## config.mk

```make
export PLATFORM = sky130hd
export DESIGN_NAME = ex_mem_reg
export DESIGN_NICKNAME = d
export VERILOG_FILES = /design/src/source/core_pkg.sv /design/src/source/ex_mem_reg.sv
export VERILOG_INCLUDE_DIRS = /design/src /design/src/source
export SDC_FILE = /design/constraint.sdc
export NUM_CORES = 1
export LEC_CHECK = 0
export BUFFER_PORTS_ARGS = -buffer_cell sky130_fd_sc_hd__buf_2
export CAP_MARGIN = 10
export CORE_MARGIN = 2
export CORE_UTILIZATION = 45
export DETAILED_ROUTE_END_ITERATION = 6
export PLACE_DENSITY = 0.79
export SLEW_MARGIN = 25
export SYNTH_ARGS = -nofsm -noshare
export SYNTH_HDL_FRONTEND = slang
export SYNTH_SLANG_ARGS = --single-unit
```

## constraint.sdc

```tcl
create_clock -name clk -period 1.14 [get_ports clk]
set_clock_uncertainty 0.2 [all_clocks]
set_input_delay 0.114 -clock clk [delete_from_list [all_inputs] [get_ports clk]]
set_output_delay 0.114 -clock clk [all_outputs]
set_load 0.05 [all_outputs]
```

## src/source/core_defines.svh

```systemverilog
`ifndef CORE_DEFINES_SVH
`define CORE_DEFINES_SVH

// Width of one data word and of the ALU datapath
`define CORE_DATA_BIT 32

// Byte address width, shared by pc_4 and data addresses
`define CORE_ADDR_BIT 32

// Register file index width
`define CORE_REG_BIT 5

// Data memory depth in 32-bit words, a power of two
`define CORE_DM_WORDS 256

`endif

```

## src/source/core_pkg.sv

```systemverilog
package core_pkg;

    // ALU operation selected by decode
    typedef enum logic [3:0] {
        ALU_ADD  = 4'd0,
        ALU_SUB  = 4'd1,
        ALU_AND  = 4'd2,
        ALU_OR   = 4'd3,
        ALU_XOR  = 4'd4,
        ALU_NOR  = 4'd5,
        ALU_SLT  = 4'd6,
        ALU_SLTU = 4'd7,
        ALU_SLL  = 4'd8,
        ALU_SRL  = 4'd9,
        ALU_SRA  = 4'd10,
        ALU_LUI  = 4'd11
    } alu_op_e;

    // Nine memory operations do not fit in three bits, so this one is four wide
    typedef enum logic [3:0] {
        DM_NONE = 4'd0,
        DM_LB   = 4'd1,
        DM_LBU  = 4'd2,
        DM_LH   = 4'd3,
        DM_LHU  = 4'd4,
        DM_LW   = 4'd5,
        DM_SB   = 4'd6,
        DM_SH   = 4'd7,
        DM_SW   = 4'd8
    } dm_op_e;

    typedef enum logic [1:0] {
        WB_ALU = 2'd0,
        WB_MEM = 2'd1,
        WB_PC4 = 2'd2
    } wb_sel_e;

endpackage

```

## src/source/ex_mem_reg.sv

```systemverilog
`timescale 1ns/10ps
`include "core_defines.svh"

module ex_mem_reg (
    input  logic                       clk,
    input  logic                       rst_n,
    input  logic                       en,
    input  logic                       clear,
    input  logic [`CORE_ADDR_BIT-1:0]  pc_4_in,
    input  logic [`CORE_DATA_BIT-1:0]  alu_res_in,
    input  logic [`CORE_DATA_BIT-1:0]  store_data_in,
    input  logic                       regfile_w_en_in,
    input  logic [`CORE_REG_BIT-1:0]   regfile_req_w_in,
    input  core_pkg::dm_op_e           dm_op_in,
    input  core_pkg::wb_sel_e          wb_sel_in,
    output logic [`CORE_ADDR_BIT-1:0]  pc_4,
    output logic [`CORE_DATA_BIT-1:0]  alu_res,
    output logic [`CORE_DATA_BIT-1:0]  store_data,
    output logic                       regfile_w_en,
    output logic [`CORE_REG_BIT-1:0]   regfile_req_w,
    output core_pkg::dm_op_e           dm_op,
    output core_pkg::wb_sel_e          wb_sel
);

    // Clear wins over en, so a flush during a stall still drops the slot
    always_ff @(posedge clk or negedge rst_n) begin
        if (!rst_n) begin
            pc_4          <= '0;
            alu_res       <= '0;
            store_data    <= '0;
            regfile_w_en  <= 1'b0;
            regfile_req_w <= '0;
            dm_op         <= core_pkg::DM_NONE;
            wb_sel        <= core_pkg::WB_ALU;
        end else if (clear) begin
            pc_4          <= '0;
            alu_res       <= '0;
            store_data    <= '0;
            regfile_w_en  <= 1'b0;
            regfile_req_w <= '0;
            dm_op         <= core_pkg::DM_NONE;
            wb_sel        <= core_pkg::WB_ALU;
        end else if (en) begin
            pc_4          <= pc_4_in;
            alu_res       <= alu_res_in;
            store_data    <= store_data_in;
            regfile_w_en  <= regfile_w_en_in;
            regfile_req_w <= regfile_req_w_in;
            dm_op         <= dm_op_in;
            wb_sel        <= wb_sel_in;
        end
    end

    // A flushed slot must neither write memory nor write back
    a_clear_bubble: assert property (
        @(posedge clk) disable iff (!rst_n)
        clear |=> (!regfile_w_en && dm_op == core_pkg::DM_NONE)
    ) else $error("ex_mem_reg: slot not a bubble after clear");

endmodule

```

Word-level counts from Yosys, hierarchy flattened
Cells that the tools add are included.
{"block": "op_classes", "mux": 14, "n_reduce_logical": 1}
{"op": "$mux W32", "count": 6}
{"op": "$mux W5", "count": 2}
{"op": "$mux W4", "count": 2}
{"op": "$mux W2", "count": 2}
{"op": "$mux W1", "count": 2}
{"op": "$reduce_bool A2 Y1", "count": 1}
{"block": "word_totals", "register_bits": 108, "in_bits": 112, "output_inout_bits": 108, "word_cells": 22}

Longest topological paths before layout
Gate-level depths: netlist of the first run.
{"block": "logic_depth", "ltp_word": 2, "ltp_mapped": 5, "depth_no_buf": 2}

Worst setup path after synthesis of the first run
OpenSTA, ideal clock, no wires.
{"block": "synth_path", "path_kind": "register to register", "from": "reg alu_res[0] (netlist name)", "to": "reg alu_res[0]", "setup_time_ns": 0.132, "t_arrival_ns": 0.776, "required_time_ns": 0.808, "slack_ns": 0.033, "path_stages_with_launch": 3, "n_path_buf": 0, "synth_period_minus_slack_ns": 1.107, "path_cell_list": "dfrtp_1 > mux2i_1 > nor2_1"}
{"element": "end signal: assignment", "line_no": "ex_mem_reg.sv:45", "rtl": "alu_res <= alu_res_in;"}
{"element": "end: declaration", "line_no": "ex_mem_reg.sv:17", "rtl": "output logic [`CORE_DATA_BIT-1:0] alu_res,"}

Final worst setup path of the first run
{"block": "layout_path", "from": "reg pc_4[6]", "to": "out pc_4[6]"}
{"element": "start: declaration", "line_no": "ex_mem_reg.sv:16", "rtl": "output logic [`CORE_ADDR_BIT-1:0] pc_4,"}
{"element": "start signal: assignment", "line_no": "ex_mem_reg.sv:44", "rtl": "pc_4 <= pc_4_in;"}
No word-level cell between the ends.

==> flow_summary_export.csv, run 1 <==
group,metric,value,unit
outcome,outcome,"complete, but fails checks",
outcome,violations,"hold timing, setup timing",
floorplanning,io_pins,220,
clock_network,cts_tree,"yes",
route,wl_per_cell,21.60,µm
power,p_sw_frac,0.3294,
power,p_clk_frac,0.256,
critical_path,crit_fanout,2,
floorplanning,placement_rows,35,
clock_network,worst_skew_pair.late_latency,350,ps
clock_network,cts_hold_buf,110,
layout,layout_commonest_cell,"buf_6",
sta,min_period_over_period,1.150,
route,postRouteAntennaNets,0,
layout,fillers,406,
power,sequentialPowerShare,0.447,
critical_path,path_class,"reg2out",
critical_path,cp_slowest_cell,"dfrtp_1",
synth,syn_avg_cell_area,12.49,µm²
floorplanning,coreArea,0.009328,mm²
global_route,antenna_found_initial,4,
global_route,grt_overflow_total,0,
critical_path,cp_top_family,"flip-flops",
sta,maxSlewHeadroom,0.7550,
layout,fin_nets,847,
critical_path,r2r_cells,4,
route,firstDrtPassIters,5,
global_route,grt_pass1_wl,25.29,mm
placement,gp_congestion,0.7949,
route,detailedRoute.firstIterationViolations,245,
power,p_sw,3.126,mW
critical_path,arrival,1000,ps
clock_network,cts_buffers,9,
synth,ys_seq_area_frac,0.6216,
power,power,9.490,mW
clock_network,htreeDepth,3,
synth,ys_warn_count,0,
clock_network,clkTransAtPathRegs,110,ps
global_route,globalRouteTotalUtil,0.3275,
global_route,grt_max_degree,57,
clock_network,cts-root-buf,"clkbuf_8",
critical_path,end_kind,"output pin",
synth,ys_seq_elements,108,
critical_path,path_buf_inv,1,
sta,worst_pin_slew,357.2,ps
layout,final_cell_mix,"buf_6, dlygate4sd3_1, dfrtp_1, buf_2, mux2i_1",
power,powerDensity,1163,mW/mm²
floorplanning,die_w,102.3,µm
critical_path,worstPathRequired,830,ps
synth,synth_nets,460,
sta,clock.fmax,762.6,MHz
sta,slew_violations,0,
synth,syn_inst,348,
floorplanning,dieArea,0.01046,mm²
sta,finalSetupTns,-12580,ps
sta,hold_viol_final,6,
critical_path,cp.depth,1,
clock_network,cts_max_path_buffers,2,
route,drc,0,
critical_path,start_kind,"register",
placement,dpl.hpwl,7.885,mm
placement,port_buffers,219,
route,vias,4518,
synth,syn_area,0.004348,mm²
sta,final.min_clock_period,1311,ps
power,ir_drop,0.7590,mV
layout,drive_gt1_frac,0.4297,
sta,fin_ws,-171.2,ps
critical_path,crit_chain,"buf_6",
sta,setup_viol,133,
clock_network,cts.sinks,108,
power,p_leak,4.311,nW
layout,areaGrowthSynthToFinish,87.68,%
job,maxCapViolCount,0,
worst_hold_path,hp-class,"in2async",
floorplanning,fp.dieH,102.3,µm
sta,hold_ws,-80.21,ps
sta,rsz0062_at_grt,"true",
route,vias_per_cell,5.169,
floorplanning,start_util,0.4661,
route,wl,18.88,mm
placement,dp_slack,-21.13,ps
layout,utilization,0.8748,
critical_path,max_stage_delay,450,ps
power,combPwrFrac,0.297,
power,intPower,6.364,mW
global_route,grt_pass1_vias,4747,
synth,synth.distinct_cells,8,
metal layers:
| layer | wire (µm) | GRT usage | vias up |
|---|---|---|---|
| met5 | 0 | 0 | - |
| met4 | 1131 | 0.1497 | 0 |
| met3 | 1605 | 0.09302 | 88 |
| met2 | 9927 | 0.6032 | 308 |
| met1 | 6214 | 0.3452 | 2200 |
| li1 | - | - | 1922 |
state kept, by name (all words and copies together), names as in the netlist:
register and cells:
alu_res 32, dm_op 4, pc_4 32, regfile_req_w 5
regfile_w_en 1, store_data 32, wb_sel 2
path summary, 6_finish.rpt:
kind                                       startpoint  slack (ps)                          to
min reg2reg                   alu_res[12]$_DFFE_PN0P_         360     alu_res[12]$_DFFE_PN0P_
max in group asynchronous                       rst_n         300     alu_res[26]$_DFFE_PN0P_
max reg2reg                store_data[18]$_DFFE_PN0P_        -170  store_data[18]$_DFFE_PN0P_
max                               pc_4[6]$_DFFE_PN0P_        -170                     pc_4[6]
min                                             rst_n         -80        pc_4[21]$_DFFE_PN0P_
min in group clk                                   en         130  store_data[22]$_DFFE_PN0P_
power groups by stage:
stage          logic (mW)  clock network, mW  registers (mW)
2_1_floorplan       0.480                  0            4.99
3_3_place_gp         1.88                  0            4.22
3_5_place_dp         1.91                  0            4.23
4_1_cts              2.55               2.44            4.20
5_1_grt              2.92               2.64            4.26
6_report             2.82               2.43            4.24
worst reg2reg max path, cell delays in order, from the launching register on:
cell and delay (ps):
dfrtp_1 430, buf_4 150, buf_4 120, mux2i_1 170, nor2_1 120
logic make-up after synthesis:
logic type,Yosys count,share of synthesized area
flops,108,0.6216
buf+inv,24,0.03655
mux,108,0.2486
simple gates,108,0.09324
synth_stat cells:
cell type | instances | area [µm²]
buf_2 | 4 | 20.02
buf_4 | 9 | 67.56
buf_6 | 1 | 11.26
buf_8 | 2 | 30.03
clkbuf_1 | 8 | 30.03
dfrtp_1 | 108 | 2703
mux2i_1 | 108 | 1081
nor2_1 | 108 | 405.4
cell type report:
| cell class | instances | area, µm² | share of cell area |
|---|---|---|---|
| tap | 129 | 161.4 | 0.01978 |
| timing repair buffer | 400 | 3520 | 0.4313 |
| sequential | 108 | 2703 | 0.3312 |
| multi-input combinational | 216 | 1562 | 0.1914 |
| antenna | 5 | 12.51 | 0.001533 |
| clock inverter | 5 | 61.31 | 0.007513 |
| clock buffer | 11 | 141.4 | 0.01733 |
metrics by stage:
step,cell area [µm²],std cells
2_1_floorplan,4348,348
3_3_place_gp,5710,694
3_5_place_dp,5710,694
4_1_cts,7885,846
5_1_grt,8158,873
6_report,8160,874
repair_timing:
action,CTS,global route
pin swaps,0,2
hold endpoints to repair,216,6
setup buffers,26,25
gates resized for setup,216,20
endpoints found under the setup margin,108,116
Power figures use the tool's default switching activity.
==> run 2: changes to the inputs <==
Settings changed: TNS_END_PERCENT set to 10.
==> flow_summary_export.csv, run 2 (synthesis gave the netlist of run 1 again) <==
group,metric,value,unit
outcome,outcome,"complete, but fails checks",
outcome,violations,"hold timing, setup timing",
clock_network,cts_tree,"yes",
critical_path,arrival,980,ps
layout,final_cell_mix,"dlygate4sd3_1, buf_6, dfrtp_1, buf_2, mux2i_1",
placement,gp_congestion,0.7949,
clock_network,cts_buffers,9,
floorplanning,placement_rows,35,
sta,final.min_clock_period,1299,ps
critical_path,crit_fanout,2,
floorplanning,fp.dieH,102.3,µm
critical_path,end_kind,"output pin",
clock_network,htreeDepth,3,
sta,rsz0062_at_grt,"true",
placement,dpl.hpwl,7.885,mm
power,p_sw,3.018,mW
global_route,grt_overflow_total,0,
power,powerDensity,1192,mW/mm²
floorplanning,coreArea,0.009328,mm²
floorplanning,dieArea,0.01046,mm²
sta,hold_viol_final,6,
critical_path,cp_top_family,"flip-flops",
layout,top_regs,"alu_res (32), pc_4 (32), store_data (32)",
critical_path,start_kind,"register",
sta,worst_pin_slew,254.8,ps
power,intPower,6.244,mW
sta,maxSlewHeadroom,0.8253,
route,postRouteAntennaNets,0,
critical_path,path_class,"reg2out",
route,wl,17.08,mm
clock_network,worst_skew_pair.late_latency,340,ps
global_route,grt_pass1_wl,24.74,mm
power,p_clk_frac,0.259,
global_route,globalRouteTotalUtil,0.3178,
sta,min_period_over_period,1.139,
sta,slew_violations,0,
route,drc,0,
placement,port_buffers,219,
critical_path,rrSetupSlack,-10,ps
floorplanning,die_w,102.3,µm
power,ir_drop,0.7122,mV
clock_network,cts-root-buf,"clkbuf_8",
sta,finalSetupTns,-11490,ps
route,wl_per_cell,20.65,µm
job,maxCapViolCount,0,
power,combPwrFrac,0.283,
layout,fillers,460,
layout,ff_latch_area,0.002703,mm²
route,vias_per_cell,5.140,
clock_network,cts_hold_buf,110,
power,p_leak,4.082,nW
global_route,antenna_found_initial,1,
layout,utilization,0.8329,
critical_path,max_stage_delay,430,ps
clock_network,clkTransAtPathRegs,110,ps
critical_path,crit_chain,"buf_6",
global_route,grt_pass1_vias,4562,
route,vias,4251,
floorplanning,io_pins,220,
sta,setup_viol,127,
power,p_sw_frac,0.3258,
sta,fin_ws,-158.5,ps
layout,areaGrowthSynthToFinish,78.68,%
layout,multi_input_area,0.001518,mm²
floorplanning,start_util,0.4661,
sta,clock.fmax,770.1,MHz
layout,fin_nets,804,
critical_path,cp_slowest_cell,"dfrtp_1",
critical_path,path_buf_inv,1,
route,detailedRoute.firstIterationViolations,164,
critical_path,worstPathRequired,830,ps
global_route,grt_max_degree,57,
route,firstDrtPassIters,5,
clock_network,cts_max_path_buffers,2,
sta,hold_ws,-68.21,ps
layout,layout_commonest_cell,"dlygate4sd3_1",
power,sequentialPowerShare,0.458,
clock_network,cts.sinks,108,
layout,drive_gt1_frac,0.3917,
worst_hold_path,hp-class,"in2async",
-- run 2: power by group through the flow --
stage / sequential, mW / combinational (mW) / clock [mW]
finish: 4.24 / 2.62 / 2.40
detailed placement: 4.23 / 1.91 / 0
CTS: 4.21 / 2.47 / 2.44
global placement: 4.22 / 1.88 / 0
floorplan: 4.99 / 0.480 / 0
global route: 4.26 / 2.73 / 2.56
-- run 2: per-layer routing --
layer | GRT usage | wire length, µm | vias up | part of all wire
met5 | 0 | 0 | - | 0
met1 | 0.3362 | 5987 | 2067 | 0.35
met4 | 0.1590 | 802 | 0 | 0.047
met3 | 0.08276 | 1205 | 71 | 0.071
li1 | - | - | 1837 | -
met2 | 0.5830 | 9083 | 276 | 0.53
-- run 2: layout make-up --
cell class / count / area share
multi-input combinational: 216 / 0.1954
sequential: 108 / 0.3479
tap: 129 / 0.02078
antenna: 1 / 0.0003221
clock buffer: 11 / 0.01820
clock inverter: 5 / 0.007892
timing repair buffer: 357 / 0.4096
-- run 2: worst paths after layout --
| kind | startpoint | endpoint | cells past startpoint |
|---|---|---|---|
| min reg2reg | pc_4[2]$_DFFE_PN0P_ | pc_4[2]$_DFFE_PN0P_ | 2 |
| min | rst_n | pc_4[27]$_DFFE_PN0P_ | 2 |
| max | store_data[23]$_DFFE_PN0P_ | store_data[23] | 1 |
| max in group asynchronous | rst_n | alu_res[26]$_DFFE_PN0P_ | 3 |
| max reg2reg | pc_4[17]$_DFFE_PN0P_ | pc_4[17]$_DFFE_PN0P_ | 3 |
| min in group clk | en | store_data[2]$_DFFE_PN0P_ | 4 |
-- run 2: repair_timing --
item,4_1_cts,5_1_grt
endpoints found under the setup margin,108,120
hold endpoints to repair,216,6
setup buffers,1,5
resized for setup,216,11
-- run 2: metrics by stage --
stage               power [mW]  hold slack [ps]  setup slack [ps]  instance area, µm²  std cells
finish                   9.262           -68.21            -158.5                7769        827
global route             9.546           -66.91            -169.0                7769        827
CTS                      9.119           -91.42            -137.9                7697        821
detailed placement       6.140           -240.0            -21.13                5710        694
global placement         6.094           -240.8             14.94                5710        694
floorplan                5.474           -381.6             32.53                4348        348
==> run 3: changes to the inputs <==
Settings changed: BUFFER_PORTS_ARGS -buffer_cell sky130_fd_sc_hd__buf_2 to unset, CORE_UTILIZATION 45 to 60, DONT_BUFFER_PORTS set to 1, GPL_TIMING_DRIVEN set to 0, PLACE_DENSITY 0.79 to 0.76.
==> flow_summary_export.csv, run 3 <==
group,metric,value,unit
floorplanning,fp.dieH,89.13,µm
synth,ys_warn_count,0,
synth,syn_inst,348,
synth,synth_area_leaders,"dfrtp_1, mux2i_1, nor2_1",
synth,synth_top_cells_by_count,"dfrtp_1, mux2i_1, nor2_1",
synth,ys_seq_elements,108,
clock_network,htreeDepth,3,
synth,synth.distinct_cells,8,
clock_network,cts_max_path_buffers,2,
synth,synth_nets,460,
outcome,outcome,"did not finish",
synth,syn_area,0.004348,mm²
clock_network,post_cts_resize_count,108,
floorplanning,io_pins,220,
clock_network,cts-root-buf,"clkbuf_8",
synth,syn_avg_cell_area,12.49,µm²
placement,port_buffers,0,
outcome,first-error,"[ERROR RSZ-0060] Max buffer count reached.",
clock_network,cts_setup_buffers,0,
synth,ys.flop_type,"dfrtp_1",
synth,async_flop_share,1.000,
placement,dpl.hpwl,6.590,mm
outcome,haltStage,"4_1_cts",
floorplanning,start_util,0.6092,
floorplanning,placement_rows,31,
floorplanning,die_w,89.13,µm
synth,ys_seq_area_frac,0.6216,
clock_network,cts.sinks,108,
clock_network,cts_hold_buf,101,
synth,synth_edf_count,0,
synth,synth_top_area_frac,0.6216,
clock_network,cts_buffers,9,
placement,gp_congestion,0.7861,
synth,yosys.area.top_type,"dfrtp_1",
[run 3: cells by family after synthesis]
logic type	synth area share
multiplexers	0.2486
flip-flops	0.6216
AND/OR/NAND/NOR	0.09324
buffers and inverters	0.03655
[run 3: per-stage QoR]
step / setup TNS (ps) / instances / util / cell area, µm² / setup slack [ps]
after floorplan: 0 / 348 / - / 4348 / 32.53
after global placement: -2294 / 447 / 0.6266 / 4472 / -82.98
after detailed placement: -3869 / 447 / 0.6266 / 4472 / -114.0
==> run 4: changes to the inputs <==
Settings changed: CORE_UTILIZATION 60 to 40, PLACE_DENSITY 0.76 to unset, PLACE_DENSITY_LB_ADDON set to 0.15.
==> flow_summary_export.csv, run 4 <==
group,metric,value,unit
outcome,outcome,"did not finish",
outcome,haltStage,"4_1_cts",
outcome,first-error,"[ERROR RSZ-0060] Max buffer count reached.",
synth,synth.distinct_cells,8,
synth,synth_nets,460,
clock_network,cts_setup_buffers,0,
synth,ys.flop_type,"dfrtp_1",
floorplanning,die_w,108.3,µm
synth,syn_area,0.004348,mm²
synth,synth_edf_count,0,
placement,placed_cell_area,0.004523,mm²
synth,ys_seq_area_frac,0.6216,
placement,port_buffers,0,
synth,syn_inst,348,
synth,async_flop_share,1.000,
synth,synth_top_area_frac,0.6216,
synth,ys_warn_count,0,
placement,gp_congestion,0.7626,
placement,dpl.hpwl,6.933,mm
clock_network,cts-root-buf,"clkbuf_8",
clock_network,cts.sinks,108,
synth,ys_seq_elements,108,
floorplanning,start_util,0.4046,
synth,synth_top_cells_by_count,"dfrtp_1, mux2i_1, nor2_1",
floorplanning,placement_rows,38,
clock_network,cts_buffers,9,
floorplanning,io_pins,220,
synth,synth_area_leaders,"dfrtp_1, mux2i_1, nor2_1",
clock_network,cts_hold_buf,102,
floorplanning,fp.dieH,108.3,µm
clock_network,cts_max_path_buffers,2,
synth,yosys.area.top_type,"dfrtp_1",
clock_network,htreeDepth,3,
synth,syn_avg_cell_area,12.49,µm²
clock_network,post_cts_resize_count,108,
==> run 4: stage by stage <==
step	std cells	setup WS (ps)
3_3_place_gp	488	-131.2
2_1_floorplan	348	32.53
3_5_place_dp	488	-158.5
==> run 4: logic make-up after synthesis <==
kind of cell | share of synthesized area
simple gates | 0.09324
mux | 0.2486
flops | 0.6216
buf+inv | 0.03655
