--- config.mk ---
export PLATFORM = sky130hd
export DESIGN_NAME = mem_wb_reg
export DESIGN_NICKNAME = d
export VERILOG_FILES = /design/src/source/core_pkg.sv /design/src/source/mem_wb_reg.sv
export VERILOG_INCLUDE_DIRS = /design/src /design/src/source
export SDC_FILE = /design/constraint.sdc
export NUM_CORES = 1
export LEC_CHECK = 0
export ABC_CLOCK_PERIOD_IN_PS = 800
export BUFFER_PORTS_ARGS = -buffer_cell sky130_fd_sc_hd__buf_2
export CAP_MARGIN = 30
export CELL_PAD_IN_SITES_DETAIL_PLACEMENT = 0
export CELL_PAD_IN_SITES_GLOBAL_PLACEMENT = 1
export CORE_MARGIN = 1.5
export CORE_UTILIZATION = 26
export CTS_CLUSTER_DIAMETER = 150
export DETAILED_ROUTE_END_ITERATION = 6
export HOLD_SLACK_MARGIN = 0.02
export PLACE_DENSITY_LB_ADDON = 0.1
export SYNTH_ARGS = -nofsm -noshare
export SYNTH_HDL_FRONTEND = slang
export SYNTH_SLANG_ARGS = --single-unit
--- constraint.sdc ---
create_clock -name clk -period 0.8 [get_ports clk]
set_clock_uncertainty 0.05 [all_clocks]
set_input_delay 0.08 -clock clk [delete_from_list [all_inputs] [get_ports clk]]
set_output_delay 0.08 -clock clk [all_outputs]
set_load 0.005 [all_outputs]
--- src/source/core_defines.svh ---
`ifndef CORE_DEFINES_SVH
`define CORE_DEFINES_SVH

// Width of one data word and of the ALU datapath
`define CORE_DATA_BIT 32

// Byte address width, shared by pc_4 and data addresses
`define CORE_ADDR_BIT 32

// Register file index width
`define CORE_REG_BIT 5

// Data memory depth in 32-bit words, a power of two
`define CORE_DM_WORDS 256

`endif

--- src/source/core_pkg.sv ---
package core_pkg;

    // ALU operation selected by decode
    typedef enum logic [3:0] {
        ALU_ADD  = 4'd0,
        ALU_SUB  = 4'd1,
        ALU_AND  = 4'd2,
        ALU_OR   = 4'd3,
        ALU_XOR  = 4'd4,
        ALU_NOR  = 4'd5,
        ALU_SLT  = 4'd6,
        ALU_SLTU = 4'd7,
        ALU_SLL  = 4'd8,
        ALU_SRL  = 4'd9,
        ALU_SRA  = 4'd10,
        ALU_LUI  = 4'd11
    } alu_op_e;

    // Nine memory operations do not fit in three bits, so this one is four wide
    typedef enum logic [3:0] {
        DM_NONE = 4'd0,
        DM_LB   = 4'd1,
        DM_LBU  = 4'd2,
        DM_LH   = 4'd3,
        DM_LHU  = 4'd4,
        DM_LW   = 4'd5,
        DM_SB   = 4'd6,
        DM_SH   = 4'd7,
        DM_SW   = 4'd8
    } dm_op_e;

    typedef enum logic [1:0] {
        WB_ALU = 2'd0,
        WB_MEM = 2'd1,
        WB_PC4 = 2'd2
    } wb_sel_e;

endpackage

--- src/source/mem_wb_reg.sv ---
`timescale 1ns/10ps
`include "core_defines.svh"

module mem_wb_reg (
    input  logic                       clk,
    input  logic                       rst_n,
    input  logic                       en,
    input  core_pkg::wb_sel_e          wb_sel,
    input  logic [`CORE_DATA_BIT-1:0]  alu_res,
    input  logic [`CORE_DATA_BIT-1:0]  load_data,
    input  logic [`CORE_ADDR_BIT-1:0]  pc_4,
    input  logic                       regfile_w_en,
    input  logic [`CORE_REG_BIT-1:0]   regfile_req_w,
    output logic                       wb_w_en,
    output logic [`CORE_REG_BIT-1:0]   wb_req_w,
    output logic [`CORE_DATA_BIT-1:0]  wb_data
);

    logic [`CORE_DATA_BIT-1:0] sel_data;

    always_comb begin
        case (wb_sel)
            core_pkg::WB_MEM: sel_data = load_data;
            core_pkg::WB_PC4: sel_data = pc_4;
            default:          sel_data = alu_res;
        endcase
    end

    // Register 0 is hardwired, writes to it are dropped here
    always_ff @(posedge clk or negedge rst_n) begin
        if (!rst_n) begin
            wb_w_en  <= 1'b0;
            wb_req_w <= '0;
            wb_data  <= '0;
        end else if (en) begin
            wb_w_en  <= regfile_w_en && (regfile_req_w != '0);
            wb_req_w <= regfile_req_w;
            wb_data  <= sel_data;
        end
    end

    a_no_r0_write: assert property (
        @(posedge clk) disable iff (!rst_n)
        wb_w_en |-> (wb_req_w != '0)
    ) else $error("mem_wb_reg: write enable asserted for register 0");

endmodule

* Yosys cells after proc, flatten, opt, wreduce, memory -nomap -nowiden
Cells that the tools add are included.
** Operators by class
- $mul :: 0
- Shifts and indexed selects :: 0
- Add/sub/neg operators :: 0
- Bitwise gates (word level) :: 0
- Div/mod/pow operators :: 0
- Mux-type cells :: 1
- Reduce and logical (&&, ||, !) cells :: 2
- Magnitude comparators :: 0
- Equal/unequal tests :: 2
** Operators by type and width (number)
- $pmux 32 s2 :: 1
- $reduce_bool 5->1 :: 1
- $eq 2x1->1 const B :: 1
- $eq 2x2->1 const B :: 1
- $logic_and 1x1->1 :: 1
** Storage, ports and cells
- Logic and storage cells :: 8
- Bits in read-only memories :: 0
- Memory bits (writable) :: 0
- Memories :: 0
- Register bits after elaboration :: 38
- Bits in latches :: 0
- Output and inout bits :: 38

* Longest topological paths before layout
Gate-level depths: netlist (run 1).
- Word-level depth :: 2
- Gate-level depth with buffers :: 7

* Worst setup path after synthesis (run 1)
Ideal clock, no wire load.
- Path type :: input -> register
- Start point :: input wb_sel[0]
- End point :: register wb_data[7]
- Buffers on the path :: 2
- Data arrival time :: 1.072 ns
- Setup slack :: -0.449 ns
- Data required time :: 0.623 ns
- Stages :: 7
- Setup time :: 0.127 ns
- Path through :: inv_1 -> ha_1 -> buf_2 -> nand2b_4 -> buf_6 -> a221oi_1 -> nor2_1
** Between the ends
- Cells in the longest elaborated chain, start to end :: 2
** Ends and longest elaborated chain
- start: declaration :: line mem_wb_reg.sv:8 : input core_pkg::wb_sel_e wb_sel,
- $eq 2x2->1 / $eq 2x1->1 (equally long branches) :: line mem_wb_reg.sv:22 : case (wb_sel)
- $pmux 32 s2 * :: line mem_wb_reg.sv:22
- end signal: assignment :: line mem_wb_reg.sv:38 : wb_data <= sel_data;
- end: declaration :: line mem_wb_reg.sv:16 : output logic [`CORE_DATA_BIT-1:0] wb_data
Mark *: on every way between the ends. The rest lies on a longest branch, timed or not.
A chain may end at the register's enable or synchronous reset.

* Final worst setup path (run 1)
- Start point :: register wb_req_w[4]
- End point :: output wb_req_w[4]
** RTL lines
- start: declaration :: line mem_wb_reg.sv:15 : output logic [`CORE_REG_BIT-1:0] wb_req_w,
- start signal: assignment :: line mem_wb_reg.sv:37 : wb_req_w <= regfile_req_w;
No word-level cell between the ends.

==> results of run 1 <==
layer usage:
layer,GRT usage,vias to the layer above,wire length (µm)
met4,0.03462,0,42
met5,0,-,0
li1,-,1081,-
met2,0.2864,84,3465
met1,0.2050,994,3053
met3,0.04312,5,489
power groups by stage:
stage	sequential, µW	clock (µW)	combinational, µW
finish	2320	1980	1700
global route	2360	2120	1870
global placement	2360	0	1520
floorplan	2380	0	670
CTS	2320	2050	1620
detailed placement	2360	0	1530
through the flow:
stage	setup TNS, ns	instances	hold slack, ns	utilization
finish	-8.653	463	-0.03801	0.4600
global route	-11.14	463	-0.03754	0.4600
CTS	-8.211	459	-0.03137	0.4428
detailed placement	-14.85	444	0.01961	0.4080
global placement	-14.43	444	0.01985	0.4080
floorplan	-9.537	201	-0.2656	-
flip-flops by register name, summed over array words and instances (netlist names):
register  count
wb_w_en       1
wb_req_w      5
wb_data      32
worst max-delay path by stage:
stage	from	to	cells past startpoint
floorplan	wb_sel[1]	wb_data[10]	6
global placement	wb_sel[0]	wb_data[7]	6
detailed placement	wb_sel[0]	wb_data[7]	6
CTS	wb_data[26]	wb_data[26]	1
global route	wb_data[18]	wb_data[18]	1
finish	wb_req_w[4]	wb_req_w[4]	1
cell usage in the layout, fill, tap and decap left out, drive strengths merged:
cell and count:
nand2b 1, a221oi 32, nand3b 32, mux2 5, clkbuf 6, ha 2, o21ai 33, nor2 32
clkinv 1, inv 3, buf 170, dfrtp 38, or4 1, dlygate4sd3 2, bufinv 2, o211ai 1
area by class of cell:
class | instances | share of cell area
flip-flops and latches | 38 | 0.2675
clock inverters | 3 | 0.01936
repair buffers | 173 | 0.3098
inverters | 3 | 0.004576
multi-input cells | 139 | 0.3435
clock buffers | 5 | 0.01936
well taps | 102 | 0.03590
kinds of logic after synthesis:
logic type / share of synthesized area
adders and majority gates: 0.01208
muxes: 0.02719
buffers and inverters: 0.06103
and+or+nand+nor: 0.1861
AOI/OAI and AO/OA: 0.2544
DFF: 0.4592
timing repair:
action,in CTS,in global routing
setup endpoints to repair,72,76
gates resized for setup,11,13
endpoints found under the hold margin,75,31
pin swaps,5,4
setup buffers,4,3
cloned,1,1
==> results.py, run 1 <==
metrics = {
    "power": {
        "power.sequential.fraction": 0.387,
        "ir_worst_vdd_uv": 700.3,
        "cellPowerDensity_mw_per_mm2": 1688,
        "combinationalPowerShare": 0.283,
        "p_int_uw": 4341,
        "netSwitchingPower_uw": 1658,
        "power.share.clock": 0.329,
        "power.switching_fraction": 0.2764,
        "total_leakage_power_uw": 0.001651,
        "power.total_uw": 6000,
    },
    "die": {
        "row_count": 32,
        "die-area_mm2": 0.008509,
        "floorplan.core_area_mm2": 0.007727,
        "chipWidth_um": 92.25,
        "die_height_um": 92.25,
        "start_util": 0.2680,
        "floorplan.io_pins": 145,
    },
    "worst_setup_path": {
        "timing.reg2reg.worst_path_depth": 2,
        "worstPathCellList": "buf_2",
        "timing.critical_path.required_ns": 0.67,
        "worstPathArrival_ns": 0.82,
        "critPathCaptureType": "output port",
        "critPathMaxStageDelay_ns": 0.40,
        "reg2reg_slack_ns": -0.12,
        "worstPathMaxFanout": 2,
        "cp_num_buf_inv": 1,
        "worst_path_max_delay_cell": "dfrtp_1",
        "crit_path_start_kind": "register",
        "critical_path.reg2reg.startpoint": "wb_req_w[4]",
        "crit_family": "flip-flops",
        "r2r-end": "wb_req_w[4]",
        "timing.setup.critical_path_class": "reg -> out",
    },
    "yosys": {
        "synth.distinct_cells": 16,
        "synth_common_cells": "dfrtp_1 (38), nand3b_1 (32), nor2_1 (32), o21ai_0 (32), a221oi_1 (21)",
        "yosys.area.top_type": "dfrtp_1",
        "post-synth-top-count-cell": "dfrtp_1",
        "yosys_register_bits": 38,
        "synth_area_leaders": "dfrtp_1 (46%), nand3b_1 (12%), a221oi_1 (8.9%)",
        "share_of_async_settable_or_async_resettable_flops_after_synthesis": 1.000,
        "netlist_area_mm2": 0.002071,
        "synthesis.instances": 201,
        "syn_nets": 310,
        "synth_sequential_area_ratio": 0.4592,
        "synthesis.yosys.warnings": 0,
        "most_used_dff_post_synth": "dfrtp_1",
        "postSynthAreaPerCell_um2": 10.30,
        "synth_edf_count": 0,
        "synth_top_area_share": 0.4592,
    },
    "clocking": {
        "worst_setup_hold_path_clk_slew_ns": 0.08,
        "cts_buffer_depth": 2,
        "cts_root_buf": "clkbuf_8",
        "clock_sinks": 38,
        "cts_tree": "done",
        "clock_latency_ns": 0.29,
        "htree_num_levels": 2,
        "cts_made_buffers": 5,
        "holdBufCountCts": 2,
    },
    "route": {
        "post_drt_wl_per_cell_um": 15.23,
        "initialDrtViolationCount": 53,
        "antenna_left": 0,
        "drt_drc_violations_left": 0,
        "drt_wl_total_um": 7050,
        "vias_per_cell": 4.674,
        "routed-via-count": 2164,
        "drt-pass1-iter-count": 4,
    },
    "place": {
        "preCtsSetupSlack_ns": -0.4656,
        "numPortBuffers": 144,
        "gp_congestion": 0.7173,
        "placed_area_mm2": 0.003153,
        "place.detailed.hpwl_um": 5038,
    },
    "global_route": {
        "global_route.overflow_total": 0,
        "grt_pass1_wl_um": 10880,
        "grt_pass1_vias": 2170,
        "antenna_found_initial": 0,
        "track_usage": 0.1650,
        "grt_start_max_net_pins": 39,
    },
    "timing": {
        "timing_worst_slew_pin_value_ns": 0.2649,
        "whs_ns": -0.03801,
        "slew_margin_rel": 0.8234,
        "fin_ws_ns": -0.1514,
        "final_min_period_over_clock_period": 1.189,
        "shortest_period_the_worst_path_allows_ns": 0.9514,
        "timing.final.setup_violations": 73,
        "report.final.hold_viol_count": 31,
        "timing.fmax_mhz": 1051,
        "rsz_0062_raised_after_global_routing": "true",
        "final_max_slew_viol_count": 0,
    },
    "final_layout": {
        "layout-drive-gt1-share": 0.6150,
        "design_area_mm2": 0.003555,
        "nFillCells": 753,
        "antenna_cells_inserted": 0,
        "post_synthesis_to_final_layout_area_growth_pct": 71.66,
        "multi_input_area_mm2": 0.001221,
        "design.final.nets": 469,
        "layout.area.seq_um2": 950.9,
    },
    "run": {
        "total_of_max_cap_violations": 0,
    },
    "min_path": {
        "worstHoldStart": "regfile_req_w[4]",
        "whs_path_depth": 2,
        "worst_hold_path_type": "in -> reg",
        "worstHoldEndpoint": "wb_req_w[4]",
    },
    "outcome": {
        "run_status": "finished, violations left",
        "failing_checks": "hold timing, setup timing",
    },
}
Note: power is estimated with default switching activity, not from simulation.
==> inputs of run 2 (changes only) <==
--- a/config.mk
+++ b/config.mk
@@ -6,17 +6,19 @@
 export SDC_FILE = /design/constraint.sdc
 export NUM_CORES = 1
 export LEC_CHECK = 0
+export ABC_AREA = 1
 export ABC_CLOCK_PERIOD_IN_PS = 800
 export BUFFER_PORTS_ARGS = -buffer_cell sky130_fd_sc_hd__buf_2
 export CAP_MARGIN = 30
 export CELL_PAD_IN_SITES_DETAIL_PLACEMENT = 0
 export CELL_PAD_IN_SITES_GLOBAL_PLACEMENT = 1
 export CORE_MARGIN = 1.5
-export CORE_UTILIZATION = 26
+export CORE_UTILIZATION = 24
 export CTS_CLUSTER_DIAMETER = 150
 export DETAILED_ROUTE_END_ITERATION = 6
 export HOLD_SLACK_MARGIN = 0.02
 export PLACE_DENSITY_LB_ADDON = 0.1
+export SLEW_MARGIN = 20
 export SYNTH_ARGS = -nofsm -noshare
 export SYNTH_HDL_FRONTEND = slang
 export SYNTH_SLANG_ARGS = --single-unit
==> results.py, run 2 <==
metrics = {
    "worst_setup_path": {
        "cp_num_buf_inv": 1,
        "crit_family": "flip-flops",
        "critPathMaxStageDelay_ns": 0.39,
        "critPathCaptureType": "output port",
        "worstPathArrival_ns": 0.81,
        "worst_path_max_delay_cell": "dfrtp_1",
        "crit_path_start_kind": "register",
        "reg2reg_slack_ns": -0.07,
        "timing.critical_path.required_ns": 0.67,
        "worstPathMaxFanout": 2,
        "worstPathCellList": "buf_2",
        "timing.setup.critical_path_class": "reg -> out",
    },
    "timing": {
        "timing_worst_slew_pin_value_ns": 0.2329,
        "fin_ws_ns": -0.1445,
        "slew_margin_rel": 0.8447,
        "final_min_period_over_clock_period": 1.181,
        "finalSetupTns_ns": -6.870,
        "timing.final.setup_violations": 66,
        "whs_ns": 0.03599,
        "rsz_0062_raised_after_global_routing": "true",
        "report.final.hold_viol_count": 0,
        "shortest_period_the_worst_path_allows_ns": 0.9445,
        "final_max_slew_viol_count": 0,
        "timing.fmax_mhz": 1059,
    },
    "final_layout": {
        "nFillCells": 948,
        "post_synthesis_to_final_layout_area_growth_pct": 79.59,
        "layout-drive-gt1-share": 0.4589,
        "top_regs": "wb_data (32), wb_req_w (5), wb_w_en (1)",
        "max_flop_register": "wb_data",
        "antenna_cells_inserted": 0,
        "mostFrequentLayoutCell": "nand2_1",
        "largest_register_ff_count": 32,
        "commonest_non_fill_non_tap_cells_in_the_layout": "nand2_1 (176), buf_2 (142), dfrtp_1 (38)",
        "design_area_mm2": 0.003953,
        "design.final.nets": 631,
        "final_core_utilization": 0.4488,
        "post_layout_nonfiller_instances": 631,
    },
    "clocking": {
        "cts_made_buffers": 5,
        "htree_num_levels": 2,
        "cts_root_buf": "clkbuf_8",
        "clock_sinks": 38,
        "worst_setup_hold_path_clk_slew_ns": 0.08,
        "cts_buffer_depth": 2,
        "cts_tree": "done",
        "clock_latency_ns": 0.29,
    },
    "die": {
        "floorplan.io_pins": 145,
        "row_count": 34,
        "chipWidth_um": 98.76,
        "floorplan.core_area_mm2": 0.008806,
        "start_util": 0.2499,
        "die-area_mm2": 0.009754,
        "die_height_um": 98.76,
    },
    "yosys": {
        "synth_common_cells": "nand2_1 (177), nor2_1 (66), dfrtp_1 (38)",
        "synth_top_area_share": 0.4321,
        "syn_nets": 451,
        "mux_contribution_to_synthesized_area": 0,
        "synth-adder-area-share": 0.01137,
        "synth.distinct_cells": 10,
        "synth_area_leaders": "dfrtp_1 (43%), nand2_1 (30%), nor2_1 (11%)",
        "synth-xor-area-share": 0,
        "netlist_area_mm2": 0.002201,
        "synthesis.yosys.warnings": 0,
        "postSynthAreaPerCell_um2": 6.435,
        "post-synth-top-count-cell": "nand2_1",
        "synth_edf_count": 0,
        "compound_cell_area_share_of_the_yosys_netlist": 0.002274,
        "post_synth_and_or_nand_nor_area_fraction": 0.4895,
        "yosys.area.top_type": "dfrtp_1",
        "synth_sequential_area_ratio": 0.4321,
        "yosys_register_bits": 38,
        "synthesis.instances": 342,
        "most_used_dff_post_synth": "dfrtp_1",
        "combinational_family_with_the_most_area_after_synthesis": "simple AND/OR/NAND/NOR gates",
        "share_of_async_settable_or_async_resettable_flops_after_synthesis": 1.000,
    },
    "route": {
        "initialDrtViolationCount": 83,
        "antenna_left": 0,
        "drt-pass1-iter-count": 6,
        "routed-via-count": 2693,
        "post_drt_wl_per_cell_um": 12.55,
        "drt_drc_violations_left": 9,
        "vias_per_cell": 4.268,
        "drt_wl_total_um": 7916,
    },
    "place": {
        "numPortBuffers": 144,
        "dp_cells": 586,
        "placed_area_mm2": 0.003157,
        "gp_congestion": 0.7122,
        "place.detailed.hpwl_um": 5061,
    },
    "global_route": {
        "track_usage": 0.1450,
        "antenna_found_initial": 0,
        "grt_pass1_wl_um": 11350,
        "grt_pass1_vias": 2435,
        "grt_start_max_net_pins": 39,
        "global_route.overflow_total": 0,
    },
    "outcome": {
        "failing_checks": "DRC, setup timing",
        "run_status": "finished, violations left",
    },
    "power": {
        "total_leakage_power_uw": 0.002120,
        "cellPowerDensity_mw_per_mm2": 1489,
        "ir_worst_vdd_uv": 605.7,
    },
    "min_path": {
        "worst_hold_path_type": "in -> reg",
    },
    "run": {
        "total_of_max_cap_violations": 0,
    },
}
run 2: layout make-up:
type | instances | area (µm²) | share of cell area
multi-input combinational | 279 | 1358 | 0.3435
clock inverter | 2 | 12.51 | 0.003166
sequential | 38 | 950.9 | 0.2406
clock buffer | 6 | 82.58 | 0.02089
timing repair buffer | 191 | 1360 | 0.3441
tap | 108 | 135.1 | 0.03419
inverter | 6 | 42.54 | 0.01076
timing repair inverter | 1 | 11.26 | 0.002849
run 2: worst paths after layout:
kind | startpoint | end | cells past startpoint
worst min register to register | wb_data[0] | wb_data[0] | 2
worst min-delay path | load_data[9] | wb_data[9] | 5
worst max-delay path | wb_data[3] | wb_data[3] | 1
min in group asynchronous | rst_n | wb_data[11] | 3
max in group asynchronous | rst_n | wb_data[12] | 3
worst max register to register | wb_data[31] | wb_data[31] | 4
run 2: kinds of logic (layout without fill, tap and decap cells):
kind of cell | count (synthesis) | in the layout
buffers and inverters | 25 | 206
and+or+nand+nor | 276 | 276
AOI/OAI and AO/OA | 1 | 1
adders and majority gates | 2 | 2
DFF | 38 | 38
run 2: timing repair:
item | CTS | global route
pin swaps | 0 | 23
gates resized for setup | 2 | 74
buffers inserted | 6 | 15
setup endpoints to repair | 69 | 68
cloned | 0 | 9
hold buffers | 7 | 0
hold endpoints to repair | 44 | 0
run 2: where the power goes:
part	leakage [µW]	switching, µW	total [µW]	internal [µW]
clock network	0.0000472	719	1410	694
logic	0.00161	1020	2180	1160
registers	0.000467	122	2290	2170
run 2: metrics by stage:
stage,worst slack [ns],power (µW)
floorplan,-0.1179,3104
global placement,-0.3399,3886
detailed placement,-0.3713,3883
CTS,-0.1695,5440
global route,-0.1962,6317
finish,-0.1445,5884
run 2: per-layer routing:
layer,global-route usage,routed length [µm],vias up,share of wire
li1,-,-,1402,-
met1,0.1784,3392,1197,0.43
met2,0.2456,3864,90,0.49
met3,0.04468,607,4,0.077
met4,0.03956,51,0,0.0064
met5,0,0,-,0
==> inputs of run 3 (changes only) <==
--- a/config.mk
+++ b/config.mk
@@ -18,6 +18,7 @@
 export DETAILED_ROUTE_END_ITERATION = 6
 export HOLD_SLACK_MARGIN = 0.02
 export PLACE_DENSITY_LB_ADDON = 0.1
+export SETUP_SLACK_MARGIN = 0.1
 export SLEW_MARGIN = 20
 export SYNTH_ARGS = -nofsm -noshare
 export SYNTH_HDL_FRONTEND = slang
==> constraint.sdc (replaced) <==
create_clock -name clk -period 0.8 [get_ports clk]
set_clock_uncertainty 0.05 [all_clocks]
set_input_delay 0.16 -clock clk [delete_from_list [all_inputs] [get_ports clk]]
set_output_delay 0.16 -clock clk [all_outputs]
set_load 0.005 [all_outputs]
==> results.py, run 3 (synthesis results as in run 2) <==
metrics = {
    "timing": {
        "slew_margin_rel": 0.8465,
        "fin_ws_ns": -0.2366,
        "timing.final.setup_violations": 70,
        "final_min_period_over_clock_period": 1.296,
        "whs_ns": 0.01972,
        "shortest_period_the_worst_path_allows_ns": 1.037,
        "rsz_0062_raised_after_global_routing": "true",
        "final_max_slew_viol_count": 0,
        "timing.fmax_mhz": 964.7,
        "report.final.hold_viol_count": 0,
        "timing_worst_slew_pin_value_ns": 0.2303,
    },
    "worst_setup_path": {
        "critPathMaxStageDelay_ns": 0.39,
        "worstPathCellList": "buf_2",
        "crit_family": "flip-flops",
        "r2r-end": "wb_data[21]",
        "crit_path_start_kind": "register",
        "cp_num_buf_inv": 1,
        "worst_path_max_delay_cell": "dfrtp_1",
        "reg2reg_slack_ns": -0.07,
        "worstPathArrival_ns": 0.83,
        "timing.critical_path.required_ns": 0.59,
        "path_depth": 1,
        "worstPathMaxFanout": 2,
        "last_element_of_the_critical_path": "wb_data[2]",
        "critical_path.reg2reg.startpoint": "wb_data[21]",
        "timing.setup.critical_path_class": "reg -> out",
        "critPathCaptureType": "output port",
        "crit_start": "wb_data[2]",
        "timing.reg2reg.worst_path_depth": 4,
    },
    "place": {
        "dp_cells": 587,
        "numPortBuffers": 144,
        "gp_congestion": 0.7105,
        "preCtsSetupSlack_ns": -0.4445,
        "place.detailed.hpwl_um": 5057,
    },
    "clocking": {
        "cts_made_buffers": 5,
        "clock_latency_ns": 0.30,
        "cts_tree": "done",
        "cts_root_buf": "clkbuf_8",
        "clock_sinks": 38,
        "cts_buffer_depth": 2,
        "htree_num_levels": 2,
        "worst_setup_hold_path_clk_slew_ns": 0.08,
    },
    "die": {
        "row_count": 34,
        "floorplan.core_area_mm2": 0.008806,
        "chipWidth_um": 98.76,
        "floorplan.io_pins": 145,
        "start_util": 0.2499,
        "die_height_um": 98.76,
        "die-area_mm2": 0.009754,
    },
    "global_route": {
        "grt.met1_usage": 0.1898,
        "met2_capacity_usage_during_global_routing": 0.2875,
        "grt_pass1_wl_um": 12340,
        "grt_start_max_net_pins": 39,
        "track_usage": 0.1602,
        "grt.met3_usage": 0.04255,
        "antenna_found_initial": 0,
        "global_route.overflow_total": 0,
        "grt_pass1_vias": 2648,
        "busiest_layer": "met2",
    },
    "route": {
        "drt-pass1-iter-count": 6,
        "initialDrtViolationCount": 56,
        "antenna_left": 0,
        "routed-via-count": 2665,
        "drt_wl_total_um": 7930,
        "vias_per_cell": 4.257,
        "drt_drc_violations_left": 9,
        "post_drt_wl_per_cell_um": 12.67,
    },
    "final_layout": {
        "post_synthesis_to_final_layout_area_growth_pct": 80.67,
        "layout.area.seq_um2": 950.9,
        "commonest_non_fill_non_tap_cells_in_the_layout": "nand2_1 (171), buf_2 (142), dfrtp_1 (38)",
        "multi_input_area_mm2": 0.001458,
        "largest_register_ff_count": 32,
        "post_layout_nonfiller_instances": 626,
        "final_core_utilization": 0.4515,
        "layout-drive-gt1-share": 0.4961,
        "design.final.nets": 626,
        "mostFrequentLayoutCell": "nand2_1",
        "antenna_cells_inserted": 0,
        "nFillCells": 924,
        "max_flop_register": "wb_data",
        "top_regs": "wb_data (32), wb_req_w (5), wb_w_en (1)",
    },
    "min_path": {
        "worstHoldStart": "regfile_req_w[2]",
        "worst_hold_path_type": "in -> reg",
    },
    "outcome": {
        "run_status": "finished, violations left",
        "failing_checks": "DRC, setup timing",
    },
    "power": {
        "cellPowerDensity_mw_per_mm2": 1499,
        "ir_worst_vdd_uv": 614.2,
        "total_leakage_power_uw": 0.002141,
        "power.total_uw": 5961,
    },
    "run": {
        "total_of_max_cap_violations": 0,
    },
}
==> run 3: cell count changes in the layout (fill, tap and decap cells not counted), moves of 4 or more <==
cell,previous run,this run
nand2_1,176,171
nor2_2,16,6
nor2_4,23,27
nand2_2,1,6
clkbuf_16,6,1
nand3_1,31,14
dlygate4sd3_1,7,1
nor2_1,27,33
nand3_2,2,18
==> run 3: report_power, final <==
part / internal [µW] / switching (µW)
clock network: 694 / 756
logic: 1170 / 1040
registers: 2170 / 129
==> run 3: final cells by class <==
class	instances	share of cell area
clock buffers	6	0.02077
clock inverters	2	0.003147
inverters	6	0.009440
multi-input cells	279	0.3666
flip-flops and latches	38	0.2391
well taps	108	0.03398
repair buffers	187	0.3269
==> run 3: worst min-delay path by stage <==
stage | end | depth (start not counted)
global route | wb_req_w[3] | 3
CTS | wb_req_w[2] | 3
global placement | wb_data[17] | 2
detailed placement | wb_data[14] | 2
floorplan | wb_data[0] | 0
finish | wb_req_w[2] | 3
==> run 3: stage by stage <==
stage                     setup TNS, ns  cell area, µm²
after floorplan                  -5.347            2282
after global placement           -13.55            3164
after detailed placement         -13.98            3164
after CTS                        -13.14            3849
after global routing             -14.56            3976
final                            -12.17            3976
==> run 3: repair_timing <==
action,in CTS,in global routing
pin swaps,38,32
hold buffers,1,0
resized for setup,65,39
cloned,5,1
endpoints found under the setup margin,70,73
endpoints found under the hold margin,41,0
setup buffers,19,10
==> run 3: layer usage <==
metal,vias up,part of all wire
met5,-,0
met2,77,0.50
li1,1388,-
met4,0,0.0096
met1,1194,0.42
met3,6,0.066
